`src/common/sched_pkg.sv`:
```
/*
 * Shared widths and types of the scoreboard. NUM_TAGS sets the tag count and
 * the depth of the table and wait buffer; it must stay a power of two.
 */
package sched_pkg;

    // ##################
    // Sizes
    // ##################

    // In-flight instruction count, one tag each
    parameter int unsigned NUM_TAGS = 8;

    // Tag width follows the tag count
    parameter int unsigned TAG_W = $clog2(NUM_TAGS);

    // Architectural register index
    parameter int unsigned REG_IDX_W = 6;

    // Subwarp id, four subwarps
    parameter int unsigned SUBWARP_W = 2;

    // Source operands per instruction
    parameter int unsigned NUM_OPS = 2;

    // ##################
    // Types
    // ##################

    // Instruction tag
    typedef logic [TAG_W-1:0] tag_t;

    // Register index
    typedef logic [REG_IDX_W-1:0] reg_idx_t;

    // Subwarp id
    typedef logic [SUBWARP_W-1:0] subwarp_t;

endpackage

```
`src/reg_table/reg_table.sv`:
```
/*
 * Pending-writer table, one entry per tag. No space check on insert;
 * a free tag upstream implies a free entry. Source outputs are combinational.
 */
module reg_table (
    input  logic                                          clk_i,
    input  logic                                          arst_n_i,
    input  logic                                          insert_i,
    input  sched_pkg::tag_t                               tag_i,
    input  sched_pkg::subwarp_t                           subwarp_i,
    input  sched_pkg::reg_idx_t                           dst_i,
    input  sched_pkg::reg_idx_t [sched_pkg::NUM_OPS-1:0]  src_i,
    input  logic                                          cpl_valid_i,
    input  sched_pkg::tag_t                               cpl_tag_i,
    output logic                [sched_pkg::NUM_OPS-1:0]  src_ready_o,
    output sched_pkg::tag_t     [sched_pkg::NUM_OPS-1:0]  src_tag_o,
    output logic                                          all_dst_written_o
);

    // ##################
    // Entry state
    // ##################

    logic                [sched_pkg::NUM_TAGS-1:0] table_valid_q, table_valid_d;
    sched_pkg::subwarp_t [sched_pkg::NUM_TAGS-1:0] table_subwarp_q, table_subwarp_d;
    sched_pkg::reg_idx_t [sched_pkg::NUM_TAGS-1:0] table_dst_q, table_dst_d;
    sched_pkg::tag_t     [sched_pkg::NUM_TAGS-1:0] table_producer_q, table_producer_d;

    // Destination lookup results
    logic            dst_hit;
    sched_pkg::tag_t dst_hit_idx;
    sched_pkg::tag_t free_idx;

    // Nothing pending once every entry is clear
    assign all_dst_written_o = ~|table_valid_q;

    // ##################
    // Source lookup
    // ##################

    always_comb begin
        for (int op = 0; op < sched_pkg::NUM_OPS; op++) begin
            src_ready_o[op] = 1'b1;
            src_tag_o[op]   = '0;
            // Downward scan so the lowest matching entry wins
            for (int e = sched_pkg::NUM_TAGS - 1; e >= 0; e--) begin
                if (table_valid_q[e] && table_subwarp_q[e] == subwarp_i
                    && table_dst_q[e] == src_i[op]) begin
                    src_ready_o[op] = 1'b0;
                    src_tag_o[op]   = table_producer_q[e];
                end
            end
            // Producer finishing this cycle
            if (!src_ready_o[op] && cpl_valid_i && cpl_tag_i == src_tag_o[op]) begin
                src_ready_o[op] = 1'b1;
            end
        end
    end

    // ##################
    // Destination lookup
    // ##################

    always_comb begin
        dst_hit     = 1'b0;
        dst_hit_idx = '0;
        free_idx    = '0;
        for (int e = sched_pkg::NUM_TAGS - 1; e >= 0; e--) begin
            // Existing entry for the same register of this subwarp
            if (table_valid_q[e] && table_subwarp_q[e] == subwarp_i
                && table_dst_q[e] == dst_i) begin
                dst_hit     = 1'b1;
                dst_hit_idx = sched_pkg::tag_t'(e);
            end
            // Lowest empty entry
            if (!table_valid_q[e]) begin
                free_idx = sched_pkg::tag_t'(e);
            end
        end
    end

    // ##################
    // Next state
    // ##################

    always_comb begin
        table_valid_d    = table_valid_q;
        table_subwarp_d  = table_subwarp_q;
        table_dst_d      = table_dst_q;
        table_producer_d = table_producer_q;

        // Completion retires every entry of that producer
        if (cpl_valid_i) begin
            for (int e = 0; e < sched_pkg::NUM_TAGS; e++) begin
                if (table_valid_q[e] && table_producer_q[e] == cpl_tag_i) begin
                    table_valid_d[e] = 1'b0;
                end
            end
        end

        if (insert_i) begin
            if (dst_hit) begin
                // Newer writer takes over, valid again even if cleared above
                table_valid_d[dst_hit_idx]    = 1'b1;
                table_producer_d[dst_hit_idx] = tag_i;
            end else begin
                table_valid_d[free_idx]    = 1'b1;
                table_subwarp_d[free_idx]  = subwarp_i;
                table_dst_d[free_idx]      = dst_i;
                table_producer_d[free_idx] = tag_i;
            end
        end
    end

    // ##################
    // Registers
    // ##################

    always_ff @(posedge clk_i or negedge arst_n_i) begin
        if (!arst_n_i) begin
            table_valid_q <= '0;
        end else begin
            table_valid_q <= table_valid_d;
        end
    end

    // Entry fields, qualified by the valid bits
    always_ff @(posedge clk_i) begin
        table_subwarp_q  <= table_subwarp_d;
        table_dst_q      <= table_dst_d;
        table_producer_q <= table_producer_d;
    end

endmodule

```
`src/verilog/exec_pipe.sv`:
```
/*
 * Fixed-latency stand-in for the execution unit with EXEC_LATENCY of 1 or more.
 * It never stalls and outputs appear exactly EXEC_LATENCY edges after input.
 */
module exec_pipe #(
    parameter int unsigned EXEC_LATENCY = 3
) (
    input  logic                clk_i,
    input  logic                arst_n_i,
    input  logic                in_valid_i,
    input  sched_pkg::tag_t     in_tag_i,
    input  sched_pkg::subwarp_t in_subwarp_i,
    input  sched_pkg::reg_idx_t in_dst_i,
    output logic                out_valid_o,
    output sched_pkg::tag_t     out_tag_o,
    output sched_pkg::subwarp_t out_subwarp_o,
    output sched_pkg::reg_idx_t out_dst_o
);

    // Stage 0 takes the input and the last stage drives the output
    logic                [EXEC_LATENCY-1:0] stage_valid_q;
    sched_pkg::tag_t     [EXEC_LATENCY-1:0] stage_tag_q;
    sched_pkg::subwarp_t [EXEC_LATENCY-1:0] stage_subwarp_q;
    sched_pkg::reg_idx_t [EXEC_LATENCY-1:0] stage_dst_q;

    // Valid bits clear on reset
    always_ff @(posedge clk_i or negedge arst_n_i) begin
        if (!arst_n_i) begin
            stage_valid_q <= '0;
        end else begin
            stage_valid_q[0] <= in_valid_i;
            for (int s = 1; s < int'(EXEC_LATENCY); s++) begin
                stage_valid_q[s] <= stage_valid_q[s-1];
            end
        end
    end

    // Payload shifts with its valid bit
    always_ff @(posedge clk_i) begin
        stage_tag_q[0]     <= in_tag_i;
        stage_subwarp_q[0] <= in_subwarp_i;
        stage_dst_q[0]     <= in_dst_i;
        for (int s = 1; s < int'(EXEC_LATENCY); s++) begin
            stage_tag_q[s]     <= stage_tag_q[s-1];
            stage_subwarp_q[s] <= stage_subwarp_q[s-1];
            stage_dst_q[s]     <= stage_dst_q[s-1];
        end
    end

    assign out_valid_o   = stage_valid_q[EXEC_LATENCY-1];
    assign out_tag_o     = stage_tag_q[EXEC_LATENCY-1];
    assign out_subwarp_o = stage_subwarp_q[EXEC_LATENCY-1];
    assign out_dst_o     = stage_dst_q[EXEC_LATENCY-1];

endmodule

```
`src/verilog/sched_top.sv`:
```
/*
 * Scoreboard top. inst_tag_o is valid only while inst_ready_o is high;
 * the source must hold its instruction until accepted.
 */
module sched_top #(
    parameter int unsigned EXEC_LATENCY = 3
) (
    input  logic                clk_i,
    input  logic                arst_n_i,
    input  logic                inst_valid_i,
    input  sched_pkg::subwarp_t inst_subwarp_i,
    input  sched_pkg::reg_idx_t inst_dst_i,
    input  sched_pkg::reg_idx_t inst_src0_i,
    input  sched_pkg::reg_idx_t inst_src1_i,
    output logic                inst_ready_o,
    output sched_pkg::tag_t     inst_tag_o,
    output logic                wb_valid_o,
    output sched_pkg::tag_t     wb_tag_o,
    output sched_pkg::subwarp_t wb_subwarp_o,
    output sched_pkg::reg_idx_t wb_dst_o,
    output logic                all_dst_written_o
);

    logic                                         accept;
    sched_pkg::reg_idx_t [sched_pkg::NUM_OPS-1:0] src_regs;
    logic                [sched_pkg::NUM_OPS-1:0] src_ready;
    sched_pkg::tag_t     [sched_pkg::NUM_OPS-1:0] src_tag;
    logic                                         disp_valid;
    sched_pkg::tag_t                              disp_tag;
    sched_pkg::subwarp_t                          disp_subwarp;
    sched_pkg::reg_idx_t                          disp_dst;
    logic                                         cpl_valid;
    sched_pkg::tag_t                              cpl_tag;

    // Handshake, ready means a tag is free
    assign accept   = inst_valid_i & inst_ready_o;
    assign src_regs = {inst_src1_i, inst_src0_i};

    tag_pool u_tag_pool (
        .clk_i, .arst_n_i, .alloc_i(accept), .free_valid_i(cpl_valid),
        .free_tag_i(cpl_tag), .has_free_o(inst_ready_o), .free_tag_o(inst_tag_o)
    );

    reg_table u_reg_table (
        .clk_i, .arst_n_i, .insert_i(accept), .tag_i(inst_tag_o),
        .subwarp_i(inst_subwarp_i), .dst_i(inst_dst_i), .src_i(src_regs),
        .cpl_valid_i(cpl_valid), .cpl_tag_i(cpl_tag), .src_ready_o(src_ready),
        .src_tag_o(src_tag), .all_dst_written_o
    );

    // Slot index equals the tag just handed out
    wait_buffer u_wait_buffer (
        .clk_i, .arst_n_i, .insert_i(accept), .tag_i(inst_tag_o),
        .subwarp_i(inst_subwarp_i), .dst_i(inst_dst_i), .src_ready_i(src_ready),
        .src_tag_i(src_tag), .cpl_valid_i(cpl_valid), .cpl_tag_i(cpl_tag),
        .disp_valid_o(disp_valid), .disp_tag_o(disp_tag),
        .disp_subwarp_o(disp_subwarp), .disp_dst_o(disp_dst)
    );

    // Completion broadcast doubles as writeback
    exec_pipe #(.EXEC_LATENCY(EXEC_LATENCY)) u_exec_pipe (
        .clk_i, .arst_n_i, .in_valid_i(disp_valid), .in_tag_i(disp_tag),
        .in_subwarp_i(disp_subwarp), .in_dst_i(disp_dst), .out_valid_o(cpl_valid),
        .out_tag_o(cpl_tag), .out_subwarp_o(wb_subwarp_o), .out_dst_o(wb_dst_o)
    );

    assign wb_valid_o = cpl_valid;
    assign wb_tag_o   = cpl_tag;

endmodule

```
`src/verilog/tag_pool.sv`:
```
/*
 * Busy bitmap of tags. Caller allocates only while has_free_o is high.
 * A tag freed here must be one that is currently allocated.
 */
module tag_pool (
    input  logic            clk_i,
    input  logic            arst_n_i,
    input  logic            alloc_i,
    input  logic            free_valid_i,
    input  sched_pkg::tag_t free_tag_i,
    output logic            has_free_o,
    output sched_pkg::tag_t free_tag_o
);

    // One bit per tag, set while in flight
    logic [sched_pkg::NUM_TAGS-1:0] busy_q, busy_d;

    // Any clear bit means a tag is on offer
    assign has_free_o = ~&busy_q;

    // Lowest clear bit
    always_comb begin
        free_tag_o = '0;
        for (int t = sched_pkg::NUM_TAGS - 1; t >= 0; t--) begin
            if (!busy_q[t]) begin
                free_tag_o = sched_pkg::tag_t'(t);
            end
        end
    end

    // Free and allocate never hit the same tag in one cycle
    always_comb begin
        busy_d = busy_q;
        if (free_valid_i) begin
            busy_d[free_tag_i] = 1'b0;
        end
        if (alloc_i) begin
            busy_d[free_tag_o] = 1'b1;
        end
    end

    // All tags free after reset
    always_ff @(posedge clk_i or negedge arst_n_i) begin
        if (!arst_n_i) begin
            busy_q <= '0;
        end else begin
            busy_q <= busy_d;
        end
    end

endmodule

```
`src/verilog/wait_buffer.sv`:
```
/*
 * Wait buffer with one slot per tag, written at the slot of the new tag.
 * Dispatch output is registered; at most one entry leaves per cycle.
 */
module wait_buffer (
    input  logic                                      clk_i,
    input  logic                                      arst_n_i,
    input  logic                                      insert_i,
    input  sched_pkg::tag_t                           tag_i,
    input  sched_pkg::subwarp_t                       subwarp_i,
    input  sched_pkg::reg_idx_t                       dst_i,
    input  logic            [sched_pkg::NUM_OPS-1:0]  src_ready_i,
    input  sched_pkg::tag_t [sched_pkg::NUM_OPS-1:0]  src_tag_i,
    input  logic                                      cpl_valid_i,
    input  sched_pkg::tag_t                           cpl_tag_i,
    output logic                                      disp_valid_o,
    output sched_pkg::tag_t                           disp_tag_o,
    output sched_pkg::subwarp_t                       disp_subwarp_o,
    output sched_pkg::reg_idx_t                       disp_dst_o
);

    // ##################
    // Slot state
    // ##################

    logic                [sched_pkg::NUM_TAGS-1:0]                         slot_valid_q;
    sched_pkg::subwarp_t [sched_pkg::NUM_TAGS-1:0]                         slot_subwarp_q;
    sched_pkg::reg_idx_t [sched_pkg::NUM_TAGS-1:0]                         slot_dst_q;
    logic                [sched_pkg::NUM_TAGS-1:0][sched_pkg::NUM_OPS-1:0] slot_rdy_q;
    sched_pkg::tag_t     [sched_pkg::NUM_TAGS-1:0][sched_pkg::NUM_OPS-1:0] slot_src_tag_q;

    // Selected slot for this cycle
    logic            sel_valid;
    sched_pkg::tag_t sel_idx;

    // Registered dispatch stage
    logic                disp_valid_q;
    sched_pkg::tag_t     disp_tag_q;
    sched_pkg::subwarp_t disp_subwarp_q;
    sched_pkg::reg_idx_t disp_dst_q;

    // ##################
    // Ready slot select
    // ##################

    // Lowest valid slot with every operand ready
    always_comb begin
        sel_valid = 1'b0;
        sel_idx   = '0;
        for (int s = sched_pkg::NUM_TAGS - 1; s >= 0; s--) begin
            if (slot_valid_q[s] && &slot_rdy_q[s]) begin
                sel_valid = 1'b1;
                sel_idx   = sched_pkg::tag_t'(s);
            end
        end
    end

    // ##################
    // Slot updates
    // ##################

    // Insert sets, dispatch clears; never the same slot
    always_ff @(posedge clk_i or negedge arst_n_i) begin
        if (!arst_n_i) begin
            slot_valid_q <= '0;
        end else begin
            if (sel_valid) begin
                slot_valid_q[sel_idx] <= 1'b0;
            end
            if (insert_i) begin
                slot_valid_q[tag_i] <= 1'b1;
            end
        end
    end

    always_ff @(posedge clk_i) begin
        for (int s = 0; s < sched_pkg::NUM_TAGS; s++) begin
            for (int op = 0; op < sched_pkg::NUM_OPS; op++) begin
                if (insert_i && tag_i == sched_pkg::tag_t'(s)) begin
                    slot_rdy_q[s][op]     <= src_ready_i[op];
                    slot_src_tag_q[s][op] <= src_tag_i[op];
                end else if (cpl_valid_i && slot_src_tag_q[s][op] == cpl_tag_i) begin
                    // Wakeup from the completion broadcast
                    slot_rdy_q[s][op] <= 1'b1;
                end
            end
        end
        if (insert_i) begin
            slot_subwarp_q[tag_i] <= subwarp_i;
            slot_dst_q[tag_i]     <= dst_i;
        end
    end

    // ##################
    // Dispatch stage
    // ##################

    always_ff @(posedge clk_i or negedge arst_n_i) begin
        if (!arst_n_i) begin
            disp_valid_q <= 1'b0;
        end else begin
            disp_valid_q <= sel_valid;
        end
    end

    always_ff @(posedge clk_i) begin
        if (sel_valid) begin
            disp_tag_q     <= sel_idx;
            disp_subwarp_q <= slot_subwarp_q[sel_idx];
            disp_dst_q     <= slot_dst_q[sel_idx];
        end
    end

    assign disp_valid_o   = disp_valid_q;
    assign disp_tag_o     = disp_tag_q;
    assign disp_subwarp_o = disp_subwarp_q;
    assign disp_dst_o     = disp_dst_q;

endmodule
```
`config.mk`:
```
export PLATFORM = sky130hd
export DESIGN_NAME = sched_top
export DESIGN_NICKNAME = d
export VERILOG_FILES = /design/src/common/sched_pkg.sv /design/src/reg_table/reg_table.sv /design/src/verilog/exec_pipe.sv /design/src/verilog/sched_top.sv /design/src/verilog/tag_pool.sv /design/src/verilog/wait_buffer.sv
export SDC_FILE = /design/constraint.sdc
export NUM_CORES = 1
export LEC_CHECK = 0
export BUFFER_PORTS_ARGS = -buffer_cell sky130_fd_sc_hd__buf_2
export CORE_MARGIN = 1
export CORE_UTILIZATION = 55
export DETAILED_ROUTE_END_ITERATION = 7
export PLACE_DENSITY = 0.82
export SYNTH_ARGS = -nofsm -noshare
export SYNTH_HDL_FRONTEND = slang
export SYNTH_SLANG_ARGS = --single-unit
```
`constraint.sdc`:
```
create_clock -name clk_i -period 4.2 [get_ports clk_i]
set_input_delay 0.84 -clock clk_i [delete_from_list [all_inputs] [get_ports clk_i]]
set_output_delay 0.84 -clock clk_i [all_outputs]
set_load 0.05 [all_outputs]
```
==> impl_metrics.yaml <==
finish:
  stdcell_area_sq_um: 15100
  layout.area.seq_sq_um: 8180
  layout_commonest_cell: "edfxtp_1"
  layout_common_cells: "edfxtp_1, xnor2_1, xor2_1, nor2_1, nand2_1"
  drive_gt1_share_pct: 13.0
  area_growth_pct: 11.3
  antenna_cells: 0
  final_net_count: 1167
  nFillCells: 1805
  multi_input_area_sq_um: 5010
worst_setup_path:
  max_stage_delay_ns: 0.74
  crit_chain: "buf_2 > buf_4 > xor2_1 > nor3_1 > and3_1 > and2_1 > nor4_1 > a211oi_2 > xnor2_2 > o2111ai_4 > nand3_1"
  cp-start-kind: "primary input"
  path_class: "primary input to flip-flop"
  reg2reg_slack_ns: 0.81
  path_max_fanout: 13
  critPathCaptureType: "flip-flop"
  cp.required_ns: 4.47
  cp.arrival_ns: 3.72
  cpMaxStageDelayCell: "a211oi_2"
detailed_routing:
  viasPerCell: 5.96
  ant_nets: 0
  first_pass_iters: 5
  wirelength_microns: 31900
  route.detailed.drc: 0
  routedWlPerCell_microns: 21.4
  via_count: 8886
  first_iter_violations: 802
global_route:
  grt_overflow: 0
  grt_pass1_wl_microns: 50200
  track_usage_pct: 25.7
  first_global_vias: 9019
  grt_max_degree: 38
  antenna_found_initial: 0
synthesis:
  mappedNetlistArea_sq_um: 13600
  muxShareOfSynthArea_pct: 2.50
  synthAdderAreaFrac_pct: 0
  async_flop_share_pct: 9.72
  netlist_instances: 1105
  synth.top_cell.area_share_pct: 50.1
  ys_dominant_reg_cell: "edfxtp_1"
  yosysTopAreaCell: "edfxtp_1"
  yosys.area_share.simple_pct: 12.7
  yosysUniqueCellTypes: 63
  ys_ff_latch: 288
  synth_edf_count: 227
  synth-compound-area-share_pct: 6.34
  yosys_warnings: 0
  synth_xor_area_share_pct: 15.2
  synth_area_per_cell_sq_um: 12.3
  synth.top_cells.by_area: "edfxtp_1, xnor2_1, dfrtp_1, dfxtp_1, xor2_1"
  ys_seq_area_share_pct: 60.1
  syn-num-nets: 1128
  synth_top_family_by_area: "XOR/XNOR gates"
floorplanning:
  die_h_microns: 159
  dieArea_sq_um: 25400
  die_w_microns: 159
  core-area_sq_um: 24300
  row_count: 57
  pin_count: 40
  initial_core_util_pct: 55.9
sta:
  finalCriticalPeriod_ns: 3.45
  slew_headroom_pct: 28.5
  rsz0062_at_grt: "false"
  slew_viol_final: 0
  fin_setup_tns_ns: 0
  setup_viol: 0
  clock.fmax_mhz: 290
  fin_crit_sh_pct: 82.1
  finalHoldViolCount: 0
  clock-skew-final_ns: 0.0149
  tightestPinTransition_ns: 1.07
hold_path:
  hold_path_class: "flip-flop to flip-flop"
clock_network:
  cts.clk_slew.worst_paths_ns: 0.06
  cts-hold-fix-buffers: 0
  cts_repair_resize_count: 0
  clkLatencyLatePin_ns: 0.56
  cts_buffers: 28
  post_cts_buffers: 0
  cts-htree-levels: 1
  cts_root_buf: "clkbuf_16"
  cts.sink_count: 288
  cts_tree: "built"
  clk_path_buf_depth: 3
power_and_ir_drop:
  p_leak_nw: 5.54
  p_per_area_nw_per_um2: 617
  irDropWorstVdd_uv: 661
  finalPower_mw: 9.35
job:
  cap_violations: 0
place:
  hpwl_microns: 22000
  portBuffers: 39
  place_area_sq_um: 14200
  gp_congestion: 0.932
outcome:
  outcome: "finished clean"
-- metrics by stage --
step	worst slack (ns)	hold WS, ns	util (%)	instances
2_1_floorplan	0.622	0.310	-	1105
4_1_cts	0.810	0.327	62.3	1490
6_report	0.750	0.325	62.3	1490
3_5_place_dp	0.230	0.313	58.3	1438
5_1_grt	0.522	0.331	62.3	1490
3_3_place_gp	0.380	0.312	58.3	1438
-- flip-flops by register name, indices dropped and copies added, names as in the netlist, 8 cells and up --
| name | count |
|---|---|
| u_wait_buffer.slot_rdy_q | 16 |
| u_tag_pool.busy_q | 8 |
| u_reg_table.table_subwarp_q | 16 |
| u_wait_buffer.slot_valid_q | 8 |
| u_wait_buffer.slot_src_tag_q | 48 |
| u_wait_buffer.slot_dst_q | 48 |
| u_wait_buffer.slot_subwarp_q | 16 |
| u_exec_pipe.stage_dst_q | 12 |
| u_reg_table.table_valid_q | 8 |
| u_reg_table.table_producer_q | 24 |
| u_reg_table.table_dst_q | 48 |
-- power by group --
part           internal (mW)  leakage, nW  switching (mW)
Clock                   1.51        0.476            1.06
Combinational          0.983         2.43            1.74
Sequential              3.71         2.63           0.348
-- worst max-delay path: cells and delay by family --
kind / cells / cell delay, ns
compound gates: 2 / 0.93
xor+xnor: 2 / 0.25
simple gates: 5 / 1.18
buf+inv: 2 / 0.52
-- final timing paths --
kind | start | end | depth (start not counted)
max | inst_subwarp_i[1] | u_wait_buffer.slot_rdy_q[4]$_SDFFCE_PN1P_ | 11
min in group asynchronous | arst_n_i | u_exec_pipe.stage_valid_q[0]$_DFF_PN0_ | 1
max reg2reg | u_reg_table.table_dst_q[47]$_DFFE_PP_ | u_wait_buffer.slot_rdy_q[1]$_SDFFCE_PN1P_ | 9
min | u_exec_pipe.stage_dst_q[10]$_DFF_P_ | u_exec_pipe.out_dst_o[4]$_DFF_P_ | 0
min reg2reg | u_exec_pipe.stage_dst_q[10]$_DFF_P_ | u_exec_pipe.out_dst_o[4]$_DFF_P_ | 0
max in group asynchronous | arst_n_i | u_reg_table.table_valid_q[4]$_DFF_PN0_ | 1
-- layer usage --
metal | GRT usage (%) | part of all wire, %
met1 | 32.5 | 40
met2 | 44.4 | 50
met3 | 3.15 | 6.1
met4 | 11.5 | 4.3
met5 | 0 | 0
-- synth_stat cells (23+ instances only) --
| master | count |
|---|---|
| dfxtp_1 | 33 |
| xnor2_1 | 159 |
| edfxtp_1 | 227 |
| nand2_1 | 68 |
| mux2i_1 | 34 |
| inv_1 | 27 |
| nand3_1 | 40 |
| clkbuf_1 | 23 |
| nor2_1 | 75 |
| dfrtp_1 | 28 |
| nand4_1 | 39 |
| xor2_1 | 75 |
-- kinds of logic (layout without fill, tap and decap cells) --
family | count (synthesis) | after routing
flops | 288 | 288
buf+inv | 94 | 155
xor+xnor | 235 | 235
simple gates | 338 | 338
mux | 34 | 34
compound gates | 116 | 116
-- final cells by class --
class                           instances  area share (%)
Timing Repair Buffer                   76            3.12
Clock inverter                         11           0.933
Clock buffer                           41            5.49
Inverter                               27           0.669
Tap cell                              324            2.68
Sequential cell                       288            54.0
Multi-Input combinational cell        723            33.1
Note: power is estimated with default switching activity, not from simulation.
